==> config.mk <==
export PLATFORM = sky130hd
export DESIGN_NAME = lane_split
export DESIGN_NICKNAME = d
export VERILOG_FILES = /design/src/rtl/shallow_pkg.sv /design/src/rtl/lane_split.sv
export SDC_FILE = /design/constraint.sdc
export NUM_CORES = 1
export LEC_CHECK = 0
export ABC_AREA = 1
export BUFFER_PORTS_ARGS = -buffer_cell sky130_fd_sc_hd__buf_2
export CORE_AREA = 2 2 181 183
export DETAILED_ROUTE_END_ITERATION = 12
export DIE_AREA = 0 0 183 185
export GPL_TIMING_DRIVEN = 0
export PLACE_DENSITY_LB_ADDON = 0.12
export SLEW_MARGIN = 20
export SYNTH_ARGS = -nofsm -noshare
export SYNTH_HDL_FRONTEND = slang
export SYNTH_SLANG_ARGS = --single-unit
==> constraint.sdc <==
create_clock -name vclk -period 3.4
set_input_delay 0.51 -clock vclk [all_inputs]
set_output_delay 0.51 -clock vclk [all_outputs]
set_load 0.05 [all_outputs]
==> src/rtl/shallow_pkg.sv <==
// shared widths and request/response structs for the wide port and its lanes, imported by all RTL
`default_nettype none

package shallow_pkg;

  // data width of one lane, equal to one bank word
  localparam int unsigned LANE_DW  = 32;
  // data width of the wide initiator port
  localparam int unsigned WIDE_DW  = 128;
  // number of 32-bit lanes carried by one wide word
  localparam int unsigned NB_LANES = WIDE_DW / LANE_DW;
  // byte address width on the wide port
  localparam int unsigned ADDR_W   = 32;

  // request as issued by the wide initiator
  typedef struct packed {
    // high for a read, low for a write
    logic                 wen;
    // one enable per byte of the wide word
    logic [WIDE_DW/8-1:0] be;
    // byte address, 4-byte aligned
    logic [ADDR_W-1:0]    addr;
    logic [WIDE_DW-1:0]   data;
  } wide_req_t;

  // response to the wide initiator, lane 0 in the low bits
  typedef struct packed {
    logic [WIDE_DW-1:0] rdata;
  } wide_rsp_t;

  // one lane of a wide request, already addressed to a bank row
  typedef struct packed {
    logic                 req;
    logic                 wen;
    logic [LANE_DW/8-1:0] be;
    // word index inside the bank
    logic [ADDR_W-1:0]    row;
    logic [LANE_DW-1:0]   data;
  } lane_req_t;

  // bank answer, gnt is same cycle, rvalid and rdata follow one cycle later
  typedef struct packed {
    logic               gnt;
    logic               rvalid;
    logic [LANE_DW-1:0] rdata;
  } lane_rsp_t;

endpackage

`default_nettype wire

==> src/rtl/lane_split.sv <==
// splits the wide head request into 32-bit lane requests with their bank row and bank offset
`default_nettype none

module lane_split #(
  parameter int unsigned NB_BANKS = 8
) (
  input  wire shallow_pkg::wide_req_t                     head_i,
  input  wire logic                                       head_valid_i,
  input  wire logic                                       commit_i,
  output shallow_pkg::lane_req_t [shallow_pkg::NB_LANES-1:0] lanes_o,
  output logic [$clog2(NB_BANKS)-1:0]                     offset_o
);

  import shallow_pkg::*;

  // bank index bits sit right above the byte offset
  localparam int unsigned OFF_W = $clog2(NB_BANKS);

  logic [ADDR_W-1:0] base_row;
  logic              lane_req;

  // first bank hit by lane 0
  assign offset_o = head_i.addr[OFF_W+1:2];

  // row shared by all lanes that do not wrap past the last bank
  assign base_row = ADDR_W'(head_i.addr[ADDR_W-1:OFF_W+2]);

  // lanes only request when the control has committed the whole word,
  // so a busy bank never sees a partial write
  assign lane_req = head_valid_i & commit_i;

  for (genvar k = 0; k < NB_LANES; k++) begin : g_lane
    logic wrap;

    // lane lands on a bank below the offset, i.e. in the next row
    assign wrap = (int'(offset_o) + k) >= int'(NB_BANKS);

    assign lanes_o[k].req  = lane_req;
    assign lanes_o[k].wen  = head_i.wen;
    // byte enables and data of this lane's 32-bit slice
    assign lanes_o[k].be   = head_i.be[k*(LANE_DW/8) +: LANE_DW/8];
    assign lanes_o[k].data = head_i.data[k*LANE_DW +: LANE_DW];
    assign lanes_o[k].row  = base_row + ADDR_W'(wrap);
  end

  // a wide word must fit in the bank set
  initial begin
    assert (NB_BANKS >= NB_LANES)
      else $error("fewer banks than lanes");
    assert (2 ** OFF_W == NB_BANKS)
      else $error("bank count is not a power of two");
  end

endmodule

`default_nettype wire

==> impl_results.md <==
* Routability cong. at 0.755
* Count of cell types in the netlist at 18
* Vias post-DR at 4016
* Mapped Cells at 559
* Area of the mapped netlist at 3390 um2
* Status: completed
* Top-count cell post-synth: buf_4
* DIE AREA at 33900 um2
* FFs & Latches at 0
* Final net count at 1049
* Total Wirelength at 16.6 mm
* Core ar. at 32000 um2
* Number of core rows at 66
* Starting Density at 10.6%
* First drt pass iteration count at 4
* Worst path required time at 2.89 ns
* Layout Cells excl Fill at 1270
* Iter 0 DRT Violations at 78
* Synth top area share at 45.6%
* Sequential fraction of the synthesis area at 0%
* Area leader, netlist: buf_4
* Design Area, Final at 5400 um2
* Sequential standard cell area at 0 um2
* Layout cell share with drive strength beyond 1 at 62.5%
* Die H at 185 um
* Die W at 183 um
* Total congestion overflow at 0
* # resized after CTS at 0
* Clock buf count at 0
* DP Area at 5400 um2
* Ys Warns at 0
* Antenna-violating nets left at 0
* Hold Path Sink: lanes_o[154]
* Worst Path Class, Setup: primary input to primary output
* Fill cell count at 3756
* Final hold vios at 0
* Largest net degree at the start of global routing at 9
* Setup bufs post-CTS at 0
* Arrival time worst endpoint at 2.59 ns
* Initial antenna violation count at 0
* Ranking of synthesized cells by area: buf_4 46%, nand2_1 15%, xor2_1 10%, nand3_1 5.5%, inv_1 4.5%
* Slew Viols, Final at 0
* Hold path start: head_i[78]
* Period Utilization, post-route at 91.1%
* Setup ws final at 0.304 ns
* Fmax at 0.323 GHz
* Leakage dissipation at 3.12 nW
* Fin util at 16.9%
* Count of final setup violators at 0
* Synth Area per Inst at 6.07 um2
* Final hold slack at 1.32 ns
* Synthesis-to-layout area growth at 59.2%
* First-pass GRT wire length at 22.4 mm
* Pwr Total at 1.16 mW
* N_diodes at 0
* Area of the multi-input gates at 1720 um2
* Crit path time final at 3.10 ns
* I/O Buffers at 287
* CP max FO at 5
* IO Pins at 462
* Vias in the first global route at 3848
* Worst vdd ir at 0.0780 mV
* DR WL/cell at 13.1 um
* Setup_tns at 0 ns
* Kind of end point of the critical path: primary output
* Pwr Density at 214 nW/um2
* Max-cap viol count at 0
* DRC at 0
* Worst Hold Depth at 2
* HP Class: primary input to primary output
* Worst slack, placed at 0.220 ns
* Inst Count DP at 1270
* GRT Overall Usage at 8.85%
* Post-DP HPWL at 15.3 mm
* CP Launch Type: primary input
* # hold bufs at CTS at 0
* Vias/cell at 3.16
* Post-synth top cells: 206 x buf_4, 133 x nand2_1, 41 x inv_1, 40 x nor2_1, 39 x xor2_1
* RSZ-0062 raised after global routing: false
report_power, final:
group | switching, mW | internal (mW)
clock network | 0 | 0
registers | 0 | 0
logic | 0.851 | 0.305
total | 0.851 | 0.305
final cells by class:
| cell class | instances | area share (%) |
|---|---|---|
| repair buffers | 287 | 26.6 |
| inverters | 43 | 2.99 |
| multi-input cells | 322 | 31.8 |
| well taps | 408 | 9.46 |
| plain buffers | 210 | 29.1 |
per-layer routing:
metal | wire [um] | global-route usage (%) | vias up
met5 | 0 | 0 | -
met4 | 0 | 0 | 0
met3 | 1360 | 1.49 | 0
met2 | 9080 | 19.0 | 246
met1 | 6180 | 9.37 | 1697
li1 | - | - | 2073
layout by cell type (no fill, tap or decap):
master | netlist | routed
buf_2 | 0 | 287
buf_4 | 206 | 206
nand2_1 | 133 | 133
inv_1 | 41 | 41
nor2_1 | 40 | 40
xor2_1 | 39 | 39
nand3_1 | 37 | 37
conb_1 | 1 | 17
nor2_2 | 14 | 14
nor2_4 | 13 | 13
nand2_2 | 10 | 10
xnor2_1 | 6 | 6
ha_1 | 6 | 6
clkbuf_2 | 3 | 3
nand2_4 | 3 | 3
o21ai_0 | 3 | 3
inv_2 | 2 | 2
buf_6 | 1 | 1
nor3_1 | 1 | 1
worst max path at each step:
stage,startpoint,end,cells after the start
final,head_i[132],lanes_o[128],12
after global routing,head_i[132],lanes_o[128],12
after CTS,head_i[131],lanes_o[128],12
after detailed placement,head_i[131],lanes_o[128],12
after global placement,head_i[131],lanes_o[128],12
after floorplan,head_i[131],lanes_o[112],9
worst max-delay path, stage by stage:
cell and delay [ns]:
buf_2 0.11, nand2_1 0.08, nor2_1 0.10, ha_1 0.27
ha_1 0.32, inv_1 0.08, nor2_2 0.21, nand2_2 0.19
nor2_2 0.21, nand3_1 0.10, nand2_1 0.09, buf_2 0.30
logic make-up after synthesis:
| group | after synthesis | share of synthesized area (%) |
|---|---|---|
| fa+ha+maj | 6 | 2.21 |
| xor+xnor | 45 | 11.6 |
| other cells | 1 | 0.111 |
| simple gates | 251 | 34.5 |
| buf+inv | 253 | 51.1 |
| compound gates | 3 | 0.443 |
(Power assumes the default switching activity.)
