==> src/rtl/req_fifo.sv <==
// request FIFO for any payload type, placed in front of the router; depth 0 makes it a pass-through
`default_nettype none

module req_fifo #(
  parameter type         payload_t  = logic [31:0],
  parameter int unsigned FIFO_DEPTH = 2
) (
  input  wire logic     clk_i,
  input  wire logic     rst_ni,
  input  wire logic     clear_i,
  input  wire logic     push_i,
  input  wire payload_t data_i,
  output logic          full_o,
  input  wire logic     pop_i,
  output payload_t      data_o,
  output logic          valid_o
);

  if (FIFO_DEPTH == 0) begin : g_bypass
    // the head is the incoming request itself
    assign data_o  = data_i;
    // a clear drops the request on the floor
    assign valid_o = push_i & ~clear_i;
    // the request is taken only when the router pops it
    assign full_o  = ~pop_i;
  end else begin : g_buffer
    localparam int unsigned PTR_W = (FIFO_DEPTH > 1) ? $clog2(FIFO_DEPTH) : 1;
    localparam int unsigned CNT_W = $clog2(FIFO_DEPTH + 1);

    payload_t         mem_q [FIFO_DEPTH];
    logic [PTR_W-1:0] wr_ptr_q;
    logic [PTR_W-1:0] rd_ptr_q;
    logic [CNT_W-1:0] cnt_q;

    // pointers and fill count, wrapping at the depth
    always_ff @(posedge clk_i or negedge rst_ni) begin
      if (!rst_ni) begin
        wr_ptr_q <= '0;
        rd_ptr_q <= '0;
        cnt_q    <= '0;
      end else if (clear_i) begin
        wr_ptr_q <= '0;
        rd_ptr_q <= '0;
        cnt_q    <= '0;
      end else begin
        if (push_i) begin
          wr_ptr_q <= (wr_ptr_q == PTR_W'(FIFO_DEPTH - 1)) ? '0 : wr_ptr_q + 1'b1;
        end
        if (pop_i) begin
          rd_ptr_q <= (rd_ptr_q == PTR_W'(FIFO_DEPTH - 1)) ? '0 : rd_ptr_q + 1'b1;
        end
        cnt_q <= cnt_q + CNT_W'(push_i) - CNT_W'(pop_i);
      end
    end

    // payload storage
    always_ff @(posedge clk_i) begin
      if (push_i) begin
        mem_q[wr_ptr_q] <= data_i;
      end
    end

    assign data_o  = mem_q[rd_ptr_q];
    assign valid_o = (cnt_q != '0);
    // refuse pushes while flushing so no request slips past a clear
    assign full_o  = (cnt_q == CNT_W'(FIFO_DEPTH)) | clear_i;

    // the initiator side must respect full
    assert property (@(posedge clk_i) disable iff (!rst_ni) !(push_i && full_o))
      else $error("push into a full request FIFO");
  end

  // the router only pops a valid head
  assert property (@(posedge clk_i) disable iff (!rst_ni) pop_i |-> valid_o)
    else $error("pop from an empty request FIFO");

endmodule

`default_nettype wire

==> config.mk <==
export PLATFORM = sky130hd
export DESIGN_NAME = req_fifo
export DESIGN_NICKNAME = d
export VERILOG_FILES = /design/src/rtl/req_fifo.sv
export SDC_FILE = /design/constraint.sdc
export NUM_CORES = 1
export LEC_CHECK = 0
export ABC_AREA = 1
export BUFFER_PORTS_ARGS = -buffer_cell sky130_fd_sc_hd__buf_2
export CORE_ASPECT_RATIO = 1.2
export CORE_MARGIN = 4
export CORE_UTILIZATION = 52
export CTS_BUF_LIST = sky130_fd_sc_hd__clkbuf_4 sky130_fd_sc_hd__clkbuf_8 sky130_fd_sc_hd__clkbuf_16
export CTS_CLUSTER_SIZE = 8
export DETAILED_ROUTE_END_ITERATION = 8
export GPL_TIMING_DRIVEN = 1
export HOLD_SLACK_MARGIN = 0.08
export PLACE_DENSITY_LB_ADDON = 0.3
export SLEW_MARGIN = 20
export SYNTH_ARGS = -nofsm -noshare
export SYNTH_HDL_FRONTEND = slang
export SYNTH_SLANG_ARGS = --single-unit
==> constraint.sdc <==
create_clock -name clk_i -period 3.2 [get_ports clk_i]
set_clock_uncertainty 0.05 [all_clocks]
set_input_delay 0.48 -clock clk_i [delete_from_list [all_inputs] [get_ports clk_i]]
set_output_delay 0.48 -clock clk_i [all_outputs]
set_load 0.05 [all_outputs]
==> results.py <==
metrics = {
    "sta": {
        "finalHoldViolations": 0,
        "max_slew.worst_pin.slew_ns": 0.9029,
        "grt_setup_unrepaired": "no",
        "fin_crit_ns": 2.330,
        "drv_slew": 0,
        "whs_ns": 0.2642,
        "post-route-period-util_pct": 72.83,
        "setup_violations": 0,
        "setup-tns-final_ns": 0,
        "max_freq_mhz": 429.1,
        "slew_headroom_pct": 39.66,
    },
    "hold_path": {
        "min_to": "g_buffer.cnt_q[0]",
        "hold_path_startpoint": "clear_i",
        "hold_path_depth": 2,
        "hp-class": "primary input to flop",
    },
    "route": {
        "drc": 0,
        "num_vias": 1379,
        "wl_per_cell_um": 15.84,
        "viasPerCell": 5.033,
        "drtIter0Drc": 49,
        "drt_wl_total_um": 4339,
        "ant_nets": 0,
        "dr.pass1.iters": 4,
    },
    "cts": {
        "clock_latency_ns": 0.32,
        "ctsRootBufferMaster": "clkbuf_8",
        "cts_resized": 0,
        "ctsLongestPathBuffers": 2,
        "numCtsBuffers": 9,
        "cts_setup_buffers": 0,
        "clock_sinks": 68,
        "path_clk_slew_ns": 0.06,
        "cts_tree": "yes",
        "htreeDepth": 3,
        "cts_hold_buffers": 1,
    },
    "worst_setup_path": {
        "r2r_slack_ns": 1.62,
        "crit_path_max_incr_delay_ns": 0.66,
        "r2r_start": "g_buffer.wr_ptr_q",
        "critPathSlowestCell": "dfrtp_2",
        "cp-end-kind": "output port",
        "critPathKind": "flop to output port",
        "r2r-end": "g_buffer.mem_q[0][29]",
        "cp.arrival_ns": 1.80,
        "ff2ff_path_depth": 1,
        "start_kind": "flop",
        "crit_chain": "buf_12, mux2_2, buf_2",
        "cp.required_ns": 2.67,
        "cp_max_fo": 19,
    },
    "layout": {
        "layout_commonest_cell": "buf_2",
        "final_cell_mix": "buf_2 (70), edfxtp_1 (64), mux2_4 (28)",
        "multiInputGateArea_sq_um": 561.8,
        "nNetsFinal": 248,
        "drive_gt1_share_pct": 55.61,
        "n_antenna_cell": 0,
        "ff_latch_area_sq_um": 2023,
        "areaGrowthSynthToFinish_pct": 20.84,
        "layout.cells.non_filler": 274,
        "fill_cells": 363,
    },
    "placement": {
        "gp_congestion": 0.6638,
        "numPortBuffers": 70,
        "place_inst": 257,
        "dpl.hpwl_um": 3014,
    },
    "global_routing": {
        "grt_max_degree": 34,
        "first_global_vias": 1478,
        "antenna_found_initial": 0,
        "grt_pass1_wl_um": 6851,
        "grt.overflow.total": 0,
        "grt_usage_pct": 14.96,
    },
    "yosys": {
        "ys_ff_latch": 68,
        "syn_inst": 129,
        "synthMuxAreaShare_pct": 17.38,
        "synth_compound_area_share_pct": 0.9346,
        "yosysUniqueCellTypes": 13,
        "syn-cell-area_sq_um": 2678,
        "ys_seq_area_share_pct": 75.51,
        "synthSimpleGateAreaFrac_pct": 1.449,
        "synth_top_family_by_area": "multiplexers",
        "avgSynthCellArea_sq_um": 20.76,
        "synthAdderAreaFrac_pct": 0.9346,
        "synth_nets": 168,
        "synth_xor_area_share_pct": 0,
        "yosys_warnings": 0,
    },
    "floorplan": {
        "initial_utilization_pct": 53.82,
        "io_pins": 71,
        "die-width_um": 73.51,
        "coreArea_sq_um": 4975,
        "num_rows": 28,
        "die_h_um": 86.61,
        "die-area_sq_um": 6366,
    },
    "run": {
        "maxCapViolCount": 0,
    },
    "pwr": {
        "ir_drop_uv": 353.0,
        "p_leak_nw": 1.339,
        "cellPowerDensity_nw_per_um2": 601.7,
    },
    "status": {
        "outcome": "finished clean",
    },
}
==> state kept, by name (all words and copies together), names as in the netlist <==
name,count
g_buffer.mem_q,64
g_buffer.rd_ptr_q,1
g_buffer.cnt_q,2
g_buffer.wr_ptr_q,1
==> where the power goes <==
group | internal (W) | total [W] | switching [W] | leakage, nW
Sequential | 0.00103 | 0.00105 | 0.0000207 | 0.651
Combinational | 0.000112 | 0.000340 | 0.000229 | 0.607
Clock | 0.000268 | 0.000557 | 0.000289 | 0.0813
Total | 0.00141 | 0.00195 | 0.000538 | 1.34
==> metal layers <==
metal	global-route usage [%]	share of wire [%]	vias to the layer above
met4	7.908	1.3	0
met1	15.41	37	676
met2	25.89	55	47
li1	-	-	650
met5	0	0	-
met3	5.568	7.2	6
==> worst max path at each step <==
stage / start / endpoint / slack (ns) / cells after the start
after floorplan: push_i / g_buffer.mem_q[0][0] / 0.86 / 2
after global placement: g_buffer.rd_ptr_q / data_o[31] / 1.22 / 3
after detailed placement: g_buffer.rd_ptr_q / data_o[25] / 1.21 / 3
after CTS: g_buffer.rd_ptr_q / data_o[25] / 0.83 / 3
after global routing: g_buffer.rd_ptr_q / data_o[28] / 0.75 / 3
final: g_buffer.rd_ptr_q / data_o[31] / 0.87 / 3
==> cells in the mapped netlist <==
cell type  instances  area (sq um)
nor2_1             4         15.01
buf_6              1         11.26
buf_12             3         60.06
a21oi_1            2         10.01
o21ai_0            3         15.01
mux2_4            28         420.4
nand3_1            1         5.000
mux2_2             4         45.04
edfxtp_1          64          1922
dfrtp_1            4         100.1
nand2_1            5         18.77
ha_1               2         25.02
inv_1              8         30.03
==> metrics by stage <==
| step | power [W] | setup WS [ns] | cell area (sq um) | util [%] |
|---|---|---|---|---|
| detailed placement | 0.001411 | 1.206 | 3068 | 61.67 |
| global placement | 0.001398 | 1.224 | 3068 | 61.67 |
| global route | 0.002031 | 0.7482 | 3236 | 65.04 |
| floorplan | 0.001335 | 0.8591 | 2678 | - |
| finish | 0.001947 | 0.8696 | 3236 | 65.04 |
| CTS | 0.001972 | 0.8337 | 3236 | 65.04 |
==> kinds of logic after synthesis <==
logic type               count (synthesis)
flip-flops                              68
multiplexers                            32
buffers and inverters                   12
AND/OR/NAND/NOR                         10
AO/OA/AOI/OAI                            5
adder cells (fa/ha/maj)                  2
==> layout make-up <==
type	instances	share of cell area [%]
clock buffers	9	3.828
flip-flops and latches	68	62.53
well taps	60	2.320
repair buffers	73	11.99
clock inverters	7	1.044
inverters	8	0.9281
multi-input cells	49	17.36
==> worst max-delay path, delay by kind of cell, from the launching register on <==
kind	cells	cell delay [ns]
DFF	1	0.66
buffers and inverters	2	0.46
muxes	1	0.34
No activity file was read; power rests on OpenSTA's default activity.
