[src/rtl/shallow_pkg.sv]
// shared widths and request/response structs for the wide port and its lanes, imported by all RTL
`default_nettype none

package shallow_pkg;

  // data width of one lane, equal to one bank word
  localparam int unsigned LANE_DW  = 32;
  // data width of the wide initiator port
  localparam int unsigned WIDE_DW  = 128;
  // number of 32-bit lanes carried by one wide word
  localparam int unsigned NB_LANES = WIDE_DW / LANE_DW;
  // byte address width on the wide port
  localparam int unsigned ADDR_W   = 32;

  // request as issued by the wide initiator
  typedef struct packed {
    // high for a read, low for a write
    logic                 wen;
    // one enable per byte of the wide word
    logic [WIDE_DW/8-1:0] be;
    // byte address, 4-byte aligned
    logic [ADDR_W-1:0]    addr;
    logic [WIDE_DW-1:0]   data;
  } wide_req_t;

  // response to the wide initiator, lane 0 in the low bits
  typedef struct packed {
    logic [WIDE_DW-1:0] rdata;
  } wide_rsp_t;

  // one lane of a wide request, already addressed to a bank row
  typedef struct packed {
    logic                 req;
    logic                 wen;
    logic [LANE_DW/8-1:0] be;
    // word index inside the bank
    logic [ADDR_W-1:0]    row;
    logic [LANE_DW-1:0]   data;
  } lane_req_t;

  // bank answer, gnt is same cycle, rvalid and rdata follow one cycle later
  typedef struct packed {
    logic               gnt;
    logic               rvalid;
    logic [LANE_DW-1:0] rdata;
  } lane_rsp_t;

endpackage

`default_nettype wire

[src/rtl/tcdm_bank.sv]
// single-port 32-bit memory bank with byte enables, grant in the request cycle, response one later
`default_nettype none

module tcdm_bank #(
  parameter int unsigned BANK_WORDS = 64
) (
  input  wire logic                   clk_i,
  input  wire logic                   rst_ni,
  input  wire shallow_pkg::lane_req_t req_i,
  // contention from other masters, a level
  input  wire logic                   busy_i,
  output shallow_pkg::lane_rsp_t      rsp_o
);

  import shallow_pkg::*;

  localparam int unsigned IDX_W = $clog2(BANK_WORDS);

  logic [LANE_DW-1:0] mem_q [BANK_WORDS];
  logic [IDX_W-1:0]   idx;
  logic               gnt;
  logic               rvalid_q;
  logic [LANE_DW-1:0] rdata_q;

  assign idx = req_i.row[IDX_W-1:0];

  // granted whenever asked and nobody else holds the bank
  assign gnt = req_i.req & ~busy_i;

  // one response pulse per grant, reads and writes alike
  always_ff @(posedge clk_i or negedge rst_ni) begin
    if (!rst_ni) begin
      rvalid_q <= 1'b0;
    end else begin
      rvalid_q <= gnt;
    end
  end

  // array access, write honours byte enables
  always_ff @(posedge clk_i) begin
    if (gnt) begin
      rdata_q <= mem_q[idx];
      if (!req_i.wen) begin
        for (int i = 0; i < LANE_DW / 8; i++) begin
          if (req_i.be[i]) begin
            mem_q[idx][8*i +: 8] <= req_i.data[8*i +: 8];
          end
        end
      end
    end
  end

  assign rsp_o.gnt    = gnt;
  assign rsp_o.rvalid = rvalid_q;
  assign rsp_o.rdata  = rdata_q;

  // the router must never address a row beyond this bank
  assert property (@(posedge clk_i) disable iff (!rst_ni) gnt |-> req_i.row < BANK_WORDS)
    else $error("bank row out of range");

endmodule

`default_nettype wire

[config.mk]
export PLATFORM = sky130hd
export DESIGN_NAME = tcdm_bank
export DESIGN_NICKNAME = d
export VERILOG_FILES = /design/src/rtl/shallow_pkg.sv /design/src/rtl/tcdm_bank.sv
export SDC_FILE = /design/constraint.sdc
export NUM_CORES = 2
export LEC_CHECK = 0
export ABC_AREA = 1
export BUFFER_PORTS_ARGS = -buffer_cell sky130_fd_sc_hd__buf_2
export CELL_PAD_IN_SITES_DETAIL_PLACEMENT = 1
export CELL_PAD_IN_SITES_GLOBAL_PLACEMENT = 2
export CORE_MARGIN = 5
export CORE_UTILIZATION = 42
export DETAILED_ROUTE_END_ITERATION = 6
export PLACE_DENSITY_LB_ADDON = 0.1
export REMOVE_ABC_BUFFERS = 1
export SYNTH_ARGS = -nofsm -noshare
export SYNTH_HDL_FRONTEND = slang
export SYNTH_SLANG_ARGS = --single-unit
[constraint.sdc]
create_clock -name clk_i -period 2.9 [get_ports clk_i]
set_input_delay 0.435 -clock clk_i [delete_from_list [all_inputs] [get_ports clk_i]]
set_output_delay 0.435 -clock clk_i [all_outputs]
set_load 0.01 [all_outputs]
==> qor.tcl <==
set qor(startpoint_of_the_worst_hold_path) {req_i[4]}
set qor(track_usage_pct) 25.4
set qor(clkPwrFrac_pct) 42.2
set qor(worst_path_fanout_max) 40
set qor(tritoncts) {done}
set qor(rrSetupSlack_ns) 1.15
set qor(clock_edge_transition_at_the_registers_on_the_reported_setup_and_hold_paths_ns) 0.06
set qor(max_freq_mhz) 461
set qor(p_int_mw) 49.4
set qor(globalplace.congestion) 0.833
set qor(final_period_minus_worst_setup_slack_ns) 2.17
set qor(grt_pass1_wl_um) 409000
set qor(floorplan.die.width_um) 468
set qor(power_density_over_cell_area_mw_per_mm2) 637
set qor(netSwitchingFraction_pct) 23.0
set qor(tightestPinTransition_ns) 1.38
set qor(first_global_vias) 62000
set qor(seqPwrFrac_pct) 51.7
set qor(worstHoldPathType) {primary input to flip-flop}
set qor(max-vdd-ir-drop_uv) 490
set qor(syn_inst) 8729
set qor(number_of_max_cap_violations) 0
set qor(synth-warning-count) 0
set qor(ctsRootBufferMaster) {sky130_fd_sc_hd__clkbuf_16}
set qor(drc) 0
set qor(synthesis.area_per_instance_um2) 10.1
set qor(grt_remaining_overflow) 0
set qor(postSynthRegisterBits) 2081
set qor(design.core.area_mm2) 0.209
set qor(rr_endpoint) {rdata_q[24]}
set qor(final_max_slew_viol_count) 0
set qor(switching_power_mw) 14.8
set qor(dr_total_vias) 60600
set qor(grt_max_degree) 148
set qor(num-nets-final) 9073
set qor(timing.final.hold_violations) 0
set qor(floorplan.die_area_mm2) 0.219
set qor(chipHeight_um) 468
set qor(ys_async_sr_fraction_pct) 0.0481
set qor(wl_per_cell_um) 23.3
set qor(worst_setup_path_start_kind) {primary input}
set qor(report.final.setup_viol) 0
set qor(post_drt_via_cell_ratio) 5.06
set qor(antenna_found_initial) 11
set qor(areaGrowthSynthToFinish_pct) 14.4
set qor(final.setup.tns_ns) 0
set qor(worstPathArrival_ns) 2.72
set qor(worst-endpoint-required_ns) 3.45
set qor(start_util_pct) 42.1
set qor(timing.hold.worst_endpoint) {mem_q[61][4]}
set qor(outcome) {finished clean}
set qor(maximum_buffer_depth_of_the_clock_tree) 3
set qor(post_route_cells_drive_above_1_share_pct) 9.03
set qor(dr.first_iter.drc_count) 4348
set qor(synth-main-ff-cell) {sky130_fd_sc_hd__edfxtp_1}
set qor(p_total_mw) 64.2
set qor(grt_setup_unrepaired) {false}
set qor(drt_pre_antenna_iters) 6
set qor(clkSinkCount) 2081
set qor(placement_rows) 168
set qor(io_buffers) 80
set qor(timing.rr.start) {mem_q[31][24]}
set qor(critical_path_class) {primary input to flip-flop}
set qor(maxSlewHeadroom_pct) 7.85
set qor(synthDistinctLibCells) 21
set qor(clock_insertion_delay_worst_skew_ns) 0.87
set qor(fill_cells) 22800
set qor(cts_max_level) 4
set qor(multi_input_comb_area_mm2) 0.0233
set qor(synthesis.area_mm2) 0.0880
set qor(layout.area.seq_mm2) 0.0625
set qor(top_level_ports) 107
set qor(cts_made_buffers) 224
set qor(wirelength_um) 280000
set qor(hpwl_um) 174000
set qor(ant_nets) 0
set qor(cellLeakagePower_nw) 42.0
set qor(critical_path.endpoint_type) {flip-flop}
set qor(clock-skew-final_ns) 0.0265
set qor(ff2ff_path_depth) 10
set qor(synth_edf_count) 2080
set qor(combinationalPowerShare_pct) 6.2
set qor(final_min_period_over_clock_period_pct) 74.8
set qor(synth_sequential_area_ratio_pct) 71.0
set qor(hold_path_depth) 2
==> flip-flops by register name, indices dropped and copies added (netlist names) <==
| name | flops |
|---|---|
| mem_q | 2048 |
| rdata_q | 32 |
| rvalid_q | 1 |
==> cells in the mapped netlist, types with 2 or more instances <==
| cell | number | area [µm²] |
|---|---|---|
| sky130_fd_sc_hd__buf_1 | 30 | 113 |
| sky130_fd_sc_hd__o211ai_1 | 5 | 37.5 |
| sky130_fd_sc_hd__o21ai_0 | 4 | 20.0 |
| sky130_fd_sc_hd__nand3_1 | 7 | 35.0 |
| sky130_fd_sc_hd__nor3_1 | 9 | 45.0 |
| sky130_fd_sc_hd__or2_2 | 5 | 31.3 |
| sky130_fd_sc_hd__clkbuf_1 | 129 | 484 |
| sky130_fd_sc_hd__edfxtp_1 | 2080 | 62500 |
| sky130_fd_sc_hd__nand2_2 | 4 | 25.0 |
| sky130_fd_sc_hd__o21ai_1 | 3 | 15.0 |
| sky130_fd_sc_hd__buf_2 | 261 | 1310 |
| sky130_fd_sc_hd__inv_1 | 21 | 78.8 |
| sky130_fd_sc_hd__nor2_2 | 11 | 68.8 |
| sky130_fd_sc_hd__buf_6 | 13 | 146 |
| sky130_fd_sc_hd__buf_4 | 21 | 158 |
| sky130_fd_sc_hd__inv_4 | 2 | 12.5 |
| sky130_fd_sc_hd__nor2_1 | 329 | 1230 |
| sky130_fd_sc_hd__nand2_1 | 5792 | 21700 |
==> cell families (layout without fill, tap and decap cells) <==
family,after synthesis,count (layout),share of synthesized area (%)
compound gates,12,12,0.0824
buf+inv,478,934,2.61
flops,2081,2081,71.0
other cells,0,6,0
simple gates,6158,6158,26.3
==> worst max-delay path by stage <==
| stage | start | to |
|---|---|---|
| 2_1_floorplan | req_i[32] | mem_q[25][0] |
| 3_3_place_gp | req_i[32] | mem_q[41][1] |
| 3_5_place_dp | req_i[32] | mem_q[25][8] |
| 4_1_cts | rdata_q[2] | rsp_o[2] |
| 5_1_grt | req_i[32] | mem_q[41][5] |
| 6_report | req_i[32] | mem_q[20][20] |
==> placed cells by master (no fill, tap or decap), types with 2 or more instances in the layout <==
| master | n |
|---|---|
| sky130_fd_sc_hd__inv_6 | 7 |
| sky130_fd_sc_hd__clkbuf_1 | 46 |
| sky130_fd_sc_hd__o21ai_0 | 4 |
| sky130_fd_sc_hd__buf_2 | 77 |
| sky130_fd_sc_hd__clkinv_8 | 2 |
| sky130_fd_sc_hd__clkinv_1 | 64 |
| sky130_fd_sc_hd__nor2_1 | 328 |
| sky130_fd_sc_hd__inv_1 | 21 |
| sky130_fd_sc_hd__or2_2 | 5 |
| sky130_fd_sc_hd__edfxtp_1 | 2080 |
| sky130_fd_sc_hd__buf_8 | 3 |
| sky130_fd_sc_hd__buf_12 | 69 |
| sky130_fd_sc_hd__nand2_1 | 5792 |
| sky130_fd_sc_hd__o21ai_1 | 3 |
| sky130_fd_sc_hd__clkinvlp_4 | 3 |
| sky130_fd_sc_hd__o211ai_1 | 5 |
| sky130_fd_sc_hd__nand3_1 | 7 |
| sky130_fd_sc_hd__bufinv_16 | 11 |
| sky130_fd_sc_hd__nand2_2 | 4 |
| sky130_fd_sc_hd__buf_4 | 346 |
| sky130_fd_sc_hd__diode_2 | 6 |
| sky130_fd_sc_hd__nor2_2 | 11 |
| sky130_fd_sc_hd__nor3_2 | 9 |
| sky130_fd_sc_hd__dlygate4sd3_1 | 4 |
| sky130_fd_sc_hd__clkbuf_16 | 228 |
| sky130_fd_sc_hd__inv_16 | 3 |
| sky130_fd_sc_hd__clkinv_2 | 48 |
==> power by group through the flow <==
| stage | combinational (mW) | sequential [mW] | clock, mW |
|---|---|---|---|
| 2_1_floorplan | 1.82 | 33.8 | 0 |
| 3_3_place_gp | 3.93 | 33.8 | 0 |
| 3_5_place_dp | 4.00 | 33.8 | 0 |
| 4_1_cts | 4.03 | 33.2 | 27.6 |
| 5_1_grt | 4.40 | 33.2 | 28.9 |
| 6_report | 3.95 | 33.2 | 27.1 |
==> per-stage QoR <==
stage,instances,area (µm²),util (%),setup slack [ns],hold WS [ns]
after global routing,12000,101000,48.2,0.721,0.0525
after detailed placement,11600,93800,44.9,-0.0447,0.211
after global placement,11600,93800,44.9,-0.0225,0.210
after CTS,12000,101000,48.2,0.834,0.0283
after floorplan,8275,85800,-,-3.28,0.139
final,12000,101000,48.2,0.731,0.0887
==> critical path, stage by stage <==
cell and delay, ns:
sky130_fd_sc_hd__buf_8 0.15, sky130_fd_sc_hd__buf_12 0.24, sky130_fd_sc_hd__buf_12 0.23, sky130_fd_sc_hd__nor2_2 0.18
sky130_fd_sc_hd__buf_4 0.17, sky130_fd_sc_hd__nand2_1 0.60, sky130_fd_sc_hd__nor2_1 0.37, sky130_fd_sc_hd__buf_4 0.26
==> final cells by class <==
type	instances	share of cell area, %
antenna	6	0.0149
sequential	2081	62.0
clock inverter	137	0.970
inverter	24	0.129
timing repair buffer	499	4.42
tap	2805	3.48
multi-input combinational	6170	23.1
clock buffer	274	5.83
==> metal layers <==
metal  part of all wire [%]  GRT usage, %  routed length (µm)  up-vias
li1                       -             -                   -    28700
met3                    4.8          3.99               13400      413
met4                    3.6          8.63               10000        4
met5                 0.0097             0                  27        -
met2                     48          42.8              135000     1182
met1                     43          33.6              121000    30300
==> timing repair <==
action | CTS | global route
endpoints found under the hold margin | 8 | 0
resized for setup | 0 | 0
setup buffers | 0 | 0
hold buffers | 4 | 0
Power figures use the tool's default switching activity.
